$ cat config.mk
export PLATFORM = sky130hd
export DESIGN_NAME = rv32i_pipe_top
export DESIGN_NICKNAME = d
export VERILOG_FILES = /design/src/hdl/isa_pkg.sv /design/src/hdl/pipe_pkg.sv /design/src/hdl/stage_reg.sv /design/src/hdl/fetch_unit.sv /design/src/hdl/decoder.sv /design/src/hdl/regfile.sv /design/src/hdl/execute_unit.sv /design/src/hdl/hazard_unit.sv /design/src/hdl/rv32i_pipe_top.sv
export SDC_FILE = /design/constraint.sdc
export NUM_CORES = 2
export LEC_CHECK = 0
export BUFFER_PORTS_ARGS = -buffer_cell sky130_fd_sc_hd__buf_2
export CAP_MARGIN = 20
export CORE_MARGIN = 3
export CORE_UTILIZATION = 47
export DETAILED_ROUTE_END_ITERATION = 6
export HOLD_SLACK_MARGIN = 0.03
export PLACE_DENSITY = 0.73
export RECOVER_POWER = 100
export SLEW_MARGIN = 20
export SYNTH_ARGS = -nofsm -noshare
export SYNTH_HDL_FRONTEND = slang
export SYNTH_SLANG_ARGS = --single-unit
$ cat constraint.sdc
create_clock -name clk -period 4.39 [get_ports clk]
set_input_delay 0 -clock clk [delete_from_list [all_inputs] [get_ports clk]]
set_output_delay 0 -clock clk [all_outputs]
set_load 0.01 [all_outputs]
$ cat src/hdl/isa_pkg.sv
`default_nettype none

package isa_pkg;

  parameter int XLEN = 32;

  typedef enum logic [6:0] {
    OPC_OP     = 7'b0110011,
    OPC_OP_IMM = 7'b0010011,
    OPC_LUI    = 7'b0110111,
    OPC_LOAD   = 7'b0000011,
    OPC_STORE  = 7'b0100011,
    OPC_BRANCH = 7'b1100011
  } opcode_t;

  localparam logic [2:0] F3_ADD_SUB = 3'b000;
  localparam logic [2:0] F3_SLL     = 3'b001;
  localparam logic [2:0] F3_SLT     = 3'b010;
  localparam logic [2:0] F3_XOR     = 3'b100;
  localparam logic [2:0] F3_SRL     = 3'b101;
  localparam logic [2:0] F3_OR      = 3'b110;
  localparam logic [2:0] F3_AND     = 3'b111;
  localparam logic [2:0] F3_WORD    = 3'b010; // LW and SW.
  localparam logic [2:0] F3_BEQ     = 3'b000;
  localparam logic [2:0] F3_BNE     = 3'b001;

  localparam logic [6:0] F7_BASE = 7'b0000000;
  localparam logic [6:0] F7_ALT  = 7'b0100000; // SUB.

  typedef enum logic [3:0] {
    ALU_ADD,
    ALU_SUB,
    ALU_AND,
    ALU_OR,
    ALU_XOR,
    ALU_SLT,
    ALU_SLL,
    ALU_SRL,
    ALU_PASS_B
  } alu_op_t;

  typedef struct packed {
    logic    valid;
    alu_op_t alu_op;
    logic    use_imm;
    logic    reg_write;
    logic    mem_read;
    logic    mem_write;
    logic    branch;
    logic    branch_ne; // BNE when set, BEQ otherwise.
    logic    uses_rs1;
    logic    uses_rs2;
  } rv32i_control_word;

endpackage : isa_pkg

`default_nettype wire

$ cat src/hdl/pipe_pkg.sv
`default_nettype none

package pipe_pkg;

  localparam logic [isa_pkg::XLEN-1:0] DEFAULT_RESET_PC = '0;

  typedef struct packed {
    logic                     valid;
    logic [isa_pkg::XLEN-1:0] pc;
    logic [isa_pkg::XLEN-1:0] instr;
  } if_id_t;

  typedef struct packed {
    isa_pkg::rv32i_control_word ctrl;
    logic [isa_pkg::XLEN-1:0]   pc;
    logic [isa_pkg::XLEN-1:0]   rs1_val;
    logic [isa_pkg::XLEN-1:0]   rs2_val;
    logic [isa_pkg::XLEN-1:0]   imm;
    logic [4:0]                 rd;
  } id_ex_t;

  typedef struct packed {
    isa_pkg::rv32i_control_word ctrl;
    logic [isa_pkg::XLEN-1:0]   pc;
    logic [isa_pkg::XLEN-1:0]   alu_result;
    logic [isa_pkg::XLEN-1:0]   rs2_val; // Store data.
    logic [4:0]                 rd;
  } ex_mem_t;

  typedef struct packed {
    isa_pkg::rv32i_control_word ctrl;
    logic [isa_pkg::XLEN-1:0]   pc;
    logic [isa_pkg::XLEN-1:0]   result;
    logic [4:0]                 rd;
  } mem_wb_t;

endpackage : pipe_pkg

`default_nettype wire

$ cat src/hdl/stage_reg.sv
`default_nettype none
`timescale 1ns/100ps

module stage_reg
#(
  parameter type payload_t = logic [31:0]
)
(
  input  logic     clk,
  input  logic     reset,
  input  logic     load,
  input  logic     flush,
  input  payload_t d,
  output payload_t q
);

  always_ff @(posedge clk)
  begin
    if (reset || flush)
    begin
      q <= '0; // All-zero payload is a bubble.
    end
    else if (load)
    begin
      q <= d;
    end
  end

endmodule : stage_reg

`default_nettype wire

$ cat src/hdl/fetch_unit.sv
`default_nettype none
`timescale 1ns/100ps

module fetch_unit
#(
  parameter logic [isa_pkg::XLEN-1:0] RESET_PC = pipe_pkg::DEFAULT_RESET_PC
)
(
  input  logic                     clk,
  input  logic                     reset,
  input  logic                     stall,
  input  logic                     branch_taken,
  input  logic [isa_pkg::XLEN-1:0] branch_target,
  output logic [isa_pkg::XLEN-1:0] pc
);

  always_ff @(posedge clk)
  begin
    if (reset)
    begin
      pc <= RESET_PC;
    end
    else if (branch_taken)
    begin
      pc <= branch_target; // Redirect beats stall.
    end
    else if (!stall)
    begin
      pc <= pc + 32'd4;
    end
  end

endmodule : fetch_unit

`default_nettype wire

$ cat src/hdl/decoder.sv
`default_nettype none
`timescale 1ns/100ps

module decoder
(
  input  logic [isa_pkg::XLEN-1:0] instr,
  output isa_pkg::rv32i_control_word ctrl,
  output logic [isa_pkg::XLEN-1:0] imm,
  output logic [4:0]               rs1,
  output logic [4:0]               rs2,
  output logic [4:0]               rd
);

  import isa_pkg::*;

  logic [6:0]      opcode;
  logic [2:0]      funct3;
  logic [6:0]      funct7;
  logic [XLEN-1:0] i_imm;
  logic [XLEN-1:0] s_imm;
  logic [XLEN-1:0] b_imm;
  logic [XLEN-1:0] u_imm;

  assign opcode = instr[6:0];
  assign funct3 = instr[14:12];
  assign funct7 = instr[31:25];
  assign rd     = instr[11:7];
  assign rs1    = instr[19:15];
  assign rs2    = instr[24:20];

  assign i_imm = {{20{instr[31]}}, instr[31:20]};
  assign s_imm = {{20{instr[31]}}, instr[31:25], instr[11:7]};
  assign b_imm = {{19{instr[31]}}, instr[31], instr[7], instr[30:25], instr[11:8], 1'b0};
  assign u_imm = {instr[31:12], 12'b0};

  always_comb
  begin
    ctrl = '0;
    imm  = '0;
    case (opcode)
      OPC_OP:
      begin
        ctrl.valid     = 1'b1;
        ctrl.reg_write = 1'b1;
        ctrl.uses_rs1  = 1'b1;
        ctrl.uses_rs2  = 1'b1;
        case ({funct7, funct3})
          {F7_BASE, F3_ADD_SUB}: ctrl.alu_op = ALU_ADD;
          {F7_ALT, F3_ADD_SUB}:  ctrl.alu_op = ALU_SUB;
          {F7_BASE, F3_SLL}:     ctrl.alu_op = ALU_SLL;
          {F7_BASE, F3_SLT}:     ctrl.alu_op = ALU_SLT;
          {F7_BASE, F3_XOR}:     ctrl.alu_op = ALU_XOR;
          {F7_BASE, F3_SRL}:     ctrl.alu_op = ALU_SRL;
          {F7_BASE, F3_OR}:      ctrl.alu_op = ALU_OR;
          {F7_BASE, F3_AND}:     ctrl.alu_op = ALU_AND;
          default:               ctrl.valid  = 1'b0;
        endcase
      end
      OPC_OP_IMM:
      begin
        ctrl.valid     = 1'b1;
        ctrl.reg_write = 1'b1;
        ctrl.uses_rs1  = 1'b1;
        ctrl.use_imm   = 1'b1;
        imm            = i_imm;
        case (funct3)
          F3_ADD_SUB: ctrl.alu_op = ALU_ADD;
          F3_SLT:     ctrl.alu_op = ALU_SLT;
          F3_XOR:     ctrl.alu_op = ALU_XOR;
          F3_OR:      ctrl.alu_op = ALU_OR;
          F3_AND:     ctrl.alu_op = ALU_AND;
          default:    ctrl.valid  = 1'b0; // No immediate shifts.
        endcase
      end
      OPC_LUI:
      begin
        ctrl.valid     = 1'b1;
        ctrl.reg_write = 1'b1;
        ctrl.use_imm   = 1'b1;
        ctrl.alu_op    = ALU_PASS_B;
        imm            = u_imm;
      end
      OPC_LOAD:
      begin
        ctrl.valid     = (funct3 == F3_WORD);
        ctrl.reg_write = 1'b1;
        ctrl.mem_read  = 1'b1;
        ctrl.uses_rs1  = 1'b1;
        ctrl.use_imm   = 1'b1;
        imm            = i_imm;
      end
      OPC_STORE:
      begin
        ctrl.valid     = (funct3 == F3_WORD);
        ctrl.mem_write = 1'b1;
        ctrl.uses_rs1  = 1'b1;
        ctrl.uses_rs2  = 1'b1;
        ctrl.use_imm   = 1'b1;
        imm            = s_imm;
      end
      OPC_BRANCH:
      begin
        ctrl.valid     = (funct3 == F3_BEQ) || (funct3 == F3_BNE);
        ctrl.branch    = 1'b1;
        ctrl.branch_ne = (funct3 == F3_BNE);
        ctrl.uses_rs1  = 1'b1;
        ctrl.uses_rs2  = 1'b1;
        imm            = b_imm;
      end
      default:
      begin
        ctrl.valid = 1'b0;
      end
    endcase
    if (!ctrl.valid)
    begin
      ctrl = '0; // Unknown encodings travel as a bubble.
    end
  end

endmodule : decoder

`default_nettype wire

$ cat src/hdl/regfile.sv
`default_nettype none
`timescale 1ns/100ps

module regfile
(
  input  logic                     clk,
  input  logic                     reset,
  input  logic                     we,
  input  logic [4:0]               waddr,
  input  logic [4:0]               raddr1,
  input  logic [4:0]               raddr2,
  input  logic [isa_pkg::XLEN-1:0] wdata,
  output logic [isa_pkg::XLEN-1:0] rdata1,
  output logic [isa_pkg::XLEN-1:0] rdata2
);

  logic [isa_pkg::XLEN-1:0] regs [1:31]; // x0 has no storage.

  always_ff @(posedge clk)
  begin
    if (reset)
    begin
      for (int i = 1; i < 32; i++)
      begin
        regs[i] <= '0;
      end
    end
    else if (we && (waddr != 5'd0))
    begin
      regs[waddr] <= wdata;
    end
  end

  always_comb
  begin
    if (raddr1 == 5'd0)
    begin
      rdata1 = '0;
    end
    else if (we && (waddr == raddr1))
    begin
      rdata1 = wdata; // Write-through.
    end
    else
    begin
      rdata1 = regs[raddr1];
    end
  end

  always_comb
  begin
    if (raddr2 == 5'd0)
    begin
      rdata2 = '0;
    end
    else if (we && (waddr == raddr2))
    begin
      rdata2 = wdata;
    end
    else
    begin
      rdata2 = regs[raddr2];
    end
  end

endmodule : regfile

`default_nettype wire

$ cat src/hdl/execute_unit.sv
`default_nettype none
`timescale 1ns/100ps

module execute_unit
(
  input  isa_pkg::rv32i_control_word ctrl,
  input  logic [isa_pkg::XLEN-1:0] pc,
  input  logic [isa_pkg::XLEN-1:0] rs1_val,
  input  logic [isa_pkg::XLEN-1:0] rs2_val,
  input  logic [isa_pkg::XLEN-1:0] imm,
  output logic [isa_pkg::XLEN-1:0] result,
  output logic                     branch_taken,
  output logic [isa_pkg::XLEN-1:0] branch_target
);

  import isa_pkg::*;

  logic [XLEN-1:0] op_b;
  logic            rs_equal;

  assign op_b = ctrl.use_imm ? imm : rs2_val;

  always_comb
  begin
    case (ctrl.alu_op)
      ALU_ADD:    result = rs1_val + op_b;
      ALU_SUB:    result = rs1_val - op_b;
      ALU_AND:    result = rs1_val & op_b;
      ALU_OR:     result = rs1_val | op_b;
      ALU_XOR:    result = rs1_val ^ op_b;
      ALU_SLT:    result = {{(XLEN-1){1'b0}}, $signed(rs1_val) < $signed(op_b)};
      ALU_SLL:    result = rs1_val << op_b[4:0];
      ALU_SRL:    result = rs1_val >> op_b[4:0];
      ALU_PASS_B: result = op_b; // LUI.
      default:    result = '0;
    endcase
  end

  assign rs_equal      = (rs1_val == rs2_val);
  assign branch_taken  = ctrl.valid && ctrl.branch && (rs_equal ^ ctrl.branch_ne);
  assign branch_target = pc + imm;

endmodule : execute_unit

`default_nettype wire

$ cat src/hdl/hazard_unit.sv
`default_nettype none
`timescale 1ns/100ps

module hazard_unit
(
  input  logic [4:0] id_rs1,
  input  logic [4:0] id_rs2,
  input  logic       id_uses_rs1,
  input  logic       id_uses_rs2,
  input  logic [4:0] ex_rd,
  input  logic [4:0] mem_rd,
  input  logic       ex_reg_write,
  input  logic       mem_reg_write,
  input  logic       branch_taken,
  output logic       stall,
  output logic       flush
);

  logic rs1_hit;
  logic rs2_hit;

  // Writeback needs no check as the register file reads through.
  assign rs1_hit = id_uses_rs1 && (id_rs1 != 5'd0) &&
                   ((ex_reg_write && (ex_rd == id_rs1)) ||
                    (mem_reg_write && (mem_rd == id_rs1)));
  assign rs2_hit = id_uses_rs2 && (id_rs2 != 5'd0) &&
                   ((ex_reg_write && (ex_rd == id_rs2)) ||
                    (mem_reg_write && (mem_rd == id_rs2)));

  assign flush = branch_taken;
  assign stall = (rs1_hit || rs2_hit) && !branch_taken; // Flush wins.

endmodule : hazard_unit

`default_nettype wire

$ cat src/hdl/rv32i_pipe_top.sv
`default_nettype none
`timescale 1ns/100ps

module rv32i_pipe_top
#(
  parameter logic [isa_pkg::XLEN-1:0] RESET_PC = pipe_pkg::DEFAULT_RESET_PC
)
(
  input  logic                     clk,
  input  logic                     reset,
  output logic [isa_pkg::XLEN-1:0] imem_addr,
  input  logic [isa_pkg::XLEN-1:0] imem_rdata,
  output logic [isa_pkg::XLEN-1:0] dmem_addr,
  output logic [isa_pkg::XLEN-1:0] dmem_wdata,
  output logic                     dmem_we,
  input  logic [isa_pkg::XLEN-1:0] dmem_rdata,
  output logic                     wb_valid,
  output logic [isa_pkg::XLEN-1:0] wb_pc,
  output logic [4:0]               wb_rd,
  output logic [isa_pkg::XLEN-1:0] wb_data
);

  import isa_pkg::*;
  import pipe_pkg::*;

  logic [XLEN-1:0]   pc;
  logic              stall;
  logic              flush;
  logic              branch_taken;
  logic [XLEN-1:0]   branch_target;

  rv32i_control_word dec_ctrl;
  logic [XLEN-1:0]   dec_imm;
  logic [4:0]        dec_rs1;
  logic [4:0]        dec_rs2;
  logic [4:0]        dec_rd;
  logic [XLEN-1:0]   rs1_val;
  logic [XLEN-1:0]   rs2_val;
  logic [XLEN-1:0]   ex_result;

  if_id_t            if_id_d, if_id_q;
  id_ex_t            id_ex_d, id_ex_q;
  ex_mem_t           ex_mem_d, ex_mem_q;
  mem_wb_t           mem_wb_d, mem_wb_q;

  fetch_unit #(.RESET_PC(RESET_PC)) u_fetch (
    .clk           (clk),
    .reset         (reset),
    .stall         (stall),
    .branch_taken  (branch_taken),
    .branch_target (branch_target),
    .pc            (pc)
  );

  assign imem_addr = pc;

  always_comb
  begin
    if_id_d.valid = 1'b1;
    if_id_d.pc    = pc;
    if_id_d.instr = imem_rdata;
  end

  stage_reg #(.payload_t(if_id_t)) u_if_id (
    .clk (clk), .reset (reset), .load (!stall), .flush (flush), .d (if_id_d), .q (if_id_q)
  );

  decoder u_decoder (
    .instr (if_id_q.instr),
    .ctrl  (dec_ctrl),
    .imm   (dec_imm),
    .rs1   (dec_rs1),
    .rs2   (dec_rs2),
    .rd    (dec_rd)
  );

  regfile u_regfile (
    .clk    (clk),
    .reset  (reset),
    .we     (wb_valid),
    .waddr  (mem_wb_q.rd),
    .raddr1 (dec_rs1),
    .raddr2 (dec_rs2),
    .wdata  (mem_wb_q.result),
    .rdata1 (rs1_val),
    .rdata2 (rs2_val)
  );

  hazard_unit u_hazard (
    .id_rs1        (dec_rs1),
    .id_rs2        (dec_rs2),
    .id_uses_rs1   (if_id_q.valid && dec_ctrl.uses_rs1),
    .id_uses_rs2   (if_id_q.valid && dec_ctrl.uses_rs2),
    .ex_rd         (id_ex_q.rd),
    .mem_rd        (ex_mem_q.rd),
    .ex_reg_write  (id_ex_q.ctrl.reg_write),
    .mem_reg_write (ex_mem_q.ctrl.reg_write),
    .branch_taken  (branch_taken),
    .stall         (stall),
    .flush         (flush)
  );

  always_comb
  begin
    id_ex_d.ctrl    = if_id_q.valid ? dec_ctrl : '0;
    id_ex_d.pc      = if_id_q.pc;
    id_ex_d.rs1_val = rs1_val;
    id_ex_d.rs2_val = rs2_val;
    id_ex_d.imm     = dec_imm;
    id_ex_d.rd      = dec_rd;
  end

  // A stall leaves a bubble behind decode.
  stage_reg #(.payload_t(id_ex_t)) u_id_ex (
    .clk (clk), .reset (reset), .load (1'b1), .flush (flush || stall), .d (id_ex_d), .q (id_ex_q)
  );

  execute_unit u_execute (
    .ctrl          (id_ex_q.ctrl),
    .pc            (id_ex_q.pc),
    .rs1_val       (id_ex_q.rs1_val),
    .rs2_val       (id_ex_q.rs2_val),
    .imm           (id_ex_q.imm),
    .result        (ex_result),
    .branch_taken  (branch_taken),
    .branch_target (branch_target)
  );

  always_comb
  begin
    ex_mem_d.ctrl       = id_ex_q.ctrl;
    ex_mem_d.pc         = id_ex_q.pc;
    ex_mem_d.alu_result = ex_result;
    ex_mem_d.rs2_val    = id_ex_q.rs2_val;
    ex_mem_d.rd         = id_ex_q.rd;
  end

  stage_reg #(.payload_t(ex_mem_t)) u_ex_mem (
    .clk (clk), .reset (reset), .load (1'b1), .flush (1'b0), .d (ex_mem_d), .q (ex_mem_q)
  );

  assign dmem_addr  = ex_mem_q.alu_result;
  assign dmem_wdata = ex_mem_q.rs2_val;
  assign dmem_we    = ex_mem_q.ctrl.mem_write;

  always_comb
  begin
    mem_wb_d.ctrl   = ex_mem_q.ctrl;
    mem_wb_d.pc     = ex_mem_q.pc;
    mem_wb_d.result = ex_mem_q.ctrl.mem_read ? dmem_rdata : ex_mem_q.alu_result;
    mem_wb_d.rd     = ex_mem_q.rd;
  end

  stage_reg #(.payload_t(mem_wb_t)) u_mem_wb (
    .clk (clk), .reset (reset), .load (1'b1), .flush (1'b0), .d (mem_wb_d), .q (mem_wb_q)
  );

  assign wb_valid = mem_wb_q.ctrl.valid && mem_wb_q.ctrl.reg_write;
  assign wb_pc    = mem_wb_q.pc;
  assign wb_rd    = mem_wb_q.rd;
  assign wb_data  = mem_wb_q.result;

endmodule : rv32i_pipe_top

`default_nettype wire

==> results.json <==
{
  "die-area_um2": 173000,
  "synth_edf_count": 1024,
  "tritoncts": "done",
  "overflow": 0,
  "violations": "max-capacitance violations, max-slew violations",
  "placed_cells": 8249,
  "num_vias": 55700,
  "antenna_found_initial": 25,
  "cts_buffer_depth": 3,
  "timing.final.hold_violations": 0,
  "synthCells": 6156,
  "r2r_setup_slack_ns": 0.02,
  "via_per_inst": 6.43,
  "rsz0062_at_grt": "no",
  "max_freq_ghz": 0.229,
  "ys_seq_area_share_pct": 49.6,
  "finClkSkew_ns": 0.0415,
  "io_pins": 233,
  "grt_pass1_vias": 56400,
  "cts.sinks": 1441,
  "cts_made_buffers": 157,
  "reg2reg_to": "u_ex_mem.q[56]",
  "design.core.area_um2": 166000,
  "die_w_um": 415,
  "grt_pass1_wl_um": 401000,
  "status": "complete, but fails checks",
  "crit_type": "reg -> reg",
  "htreeDepth": 4,
  "nNetsFinal": 6535,
  "post-route-period-util_pct": 99.6,
  "drive_gt1_share_pct": 19.7,
  "portBuffers": 232,
  "synth_warnings": 0,
  "die_y_um": 415,
  "start_util_pct": 47.5,
  "gp_congestion": 1.08,
  "finalCriticalPeriod_ns": 4.37,
  "cts.reportedPaths.clkPinSlew_ns": 0.07,
  "clock-root-buffer": "clkbuf_16",
  "cp-start-kind": "flip-flop",
  "synth_ff_type": "edfxtp_1",
  "fill_cells": 13700,
  "insertion_delay_ns": 0.84,
  "cp_data_arrival_time_ns": 5.01,
  "dp_hpwl_um": 185000,
  "grt_util_all_layers_pct": 32.0,
  "area.sequential_um2": 39100,
  "routedWlPerCell_um": 32.1,
  "critical_path_peak_fanout": 38,
  "power_density_nw_per_um2": 377,
  "reg2reg_depth": 10,
  "worst_pin_slew_ns": 3.37,
  "final_cell_count_no_fill": 8669,
  "syn-cell-area_um2": 78800,
  "required_ns": 5.03,
  "maxSlewHeadroom_pct": -125,
  "r2r-start": "u_id_ex.q[140]",
  "whs_endpoint": "u_if_id.q[27]",
  "postRouteAntennaNets": 0,
  "timing.hold.ws_ns": 0.0599,
  "final.setup.tns_ns": 0,
  "finalMaxSlewViolations": 1430,
  "p_leak_nw": 31.4,
  "worstSetupEndpointType": "flip-flop",
  "dr.pass1.iters": 7,
  "max_cap_viol_count": 45,
  "setup_viol": 0,
  "row_count": 149,
  "area_delta_synth_final_pct": 11.7,
  "synthDistinctLibCells": 93,
  "grt_max_degree": 104,
  "ys_ff_latch": 1441,
  "drt_iter0_drc": 7096,
  "synth-async-reset-ratio_pct": 0,
  "finalWirelength_um": 278000,
  "min_path_type": "in -> reg",
  "avgSynthCellArea_um2": 12.8,
  "ir_drop_mv": 0.360,
  "multi_input_area_um2": 36300,
  "min_from": "imem_rdata[27]",
  "drc": 0,
  "worstHoldPathCells": 4
}
metrics by stage:
stage | utilization (%) | total power [mW] | instance area, µm² | setup WS, ns
finish | 53.1 | 33.2 | 88000 | 0.0180
global route | 53.1 | 34.1 | 88000 | 0.00895
CTS | 53.6 | 33.2 | 88800 | 0.204
detailed placement | 49.9 | 20.6 | 82800 | 0.213
global placement | 49.9 | 20.5 | 82800 | 0.287
floorplan | - | 18.5 | 78900 | 0.0171
state kept, by name, summed over array words and instances, names as in the netlist:
signal and flops:
u_ex_mem.q 105, u_fetch.pc 32, u_id_ex.q 144, u_if_id.q 65
u_mem_wb.q 71, u_regfile.regs 1024
cell usage in the layout, fill, tap and decap left out, types with 93 or more instances in the layout:
master         count
clkbuf_1         274
a211oi_1          93
nor2_1           387
ha_1             129
and2_1           546
clkbuf_16        160
nor2b_1          125
buf_4            174
dfxtp_1          405
inv_1            106
and2_0           506
mux2i_1          244
a21oi_1          156
o21ai_0          115
mux4_2           648
dlygate4sd3_1    118
nand2_1          224
edfxtp_1        1024
synthesized netlist by cell type (93+ instances only):
| cell type | number | area share, % |
|---|---|---|
| and2_1 | 1051 | 8.3 |
| edfxtp_1 | 1024 | 39 |
| mux4_2 | 648 | 19 |
| dfxtp_1 | 417 | 11 |
| nor2_1 | 402 | 1.9 |
| clkbuf_1 | 385 | 1.8 |
| mux2i_1 | 245 | 3.1 |
| nand2_1 | 224 | 1.1 |
| a21oi_1 | 155 | 0.98 |
| buf_4 | 137 | 1.3 |
| ha_1 | 129 | 2.0 |
| nor2b_1 | 125 | 0.99 |
| o21ai_0 | 115 | 0.73 |
| inv_1 | 105 | 0.50 |
| a211oi_1 | 93 | 0.89 |
metal layers:
layer	GRT usage, %	wire length, µm	part of all wire (%)
met5	0	78	0.028
met4	20.1	21000	7.5
met3	8.27	29300	11
met2	51.1	130000	47
met1	38.9	97700	35
worst max-delay path by stage:
stage,slack (ns),from,end,cells past startpoint
final,0.02,u_id_ex.q[140],u_ex_mem.q[56],10
after global routing,0.009,u_id_ex.q[140],u_ex_mem.q[37],15
after CTS,0.20,u_id_ex.q[140],u_ex_mem.q[37],15
after detailed placement,0.21,u_id_ex.q[140],u_ex_mem.q[37],15
after global placement,0.29,u_id_ex.q[140],u_ex_mem.q[37],15
after floorplan,0.02,u_id_ex.q[140],u_ex_mem.q[37],17
final cells by class:
type	count	share of cell area [%]
timing repair buffer	661	5.07
tap	2189	3.11
clock buffer	209	4.79
antenna	17	0.0483
clock inverter	76	0.752
sequential	1441	44.5
inverter	114	0.486
multi-input combinational	3962	41.3
report_power, final:
group / internal, mW / switching, mW / total [mW]
Clock: 7.02 / 5.71 / 12.7
Sequential: 15.0 / 0.492 / 15.5
Combinational: 1.92 / 3.01 / 4.93
what timing repair did:
item / in CTS / in global routing
setup buffers: 0 / 0
hold buffers: 118 / 0
setup endpoints to repair: 0 / 1
endpoints found under the hold margin: 145 / 0
gates resized for setup: 0 / 2
critical path, stage by stage (launching register included):
cell and delay, ns:
dfxtp_2 0.40, buf_12 0.15, mux2i_1 0.37, buf_4 0.48, clkbuf_2 0.83, nor2_1 0.11
a21oi_1 0.69, mux2i_1 0.32, a32oi_1 0.25, clkbuf_1 0.33, a41oi_1 0.18
cells by family (layout without fill, tap and decap cells):
kind of cell,count (synthesis),count (layout),synth area share [%]
other cells,1,49,0.00476
buf+inv,784,1060,4.53
compound gates,712,712,6.14
mux,907,907,21.9
fa+ha+maj,132,132,2.13
flops,1441,1441,49.6
simple gates,2046,2046,14.2
xor+xnor,133,133,1.48
Note: power is estimated with default switching activity, not from simulation.
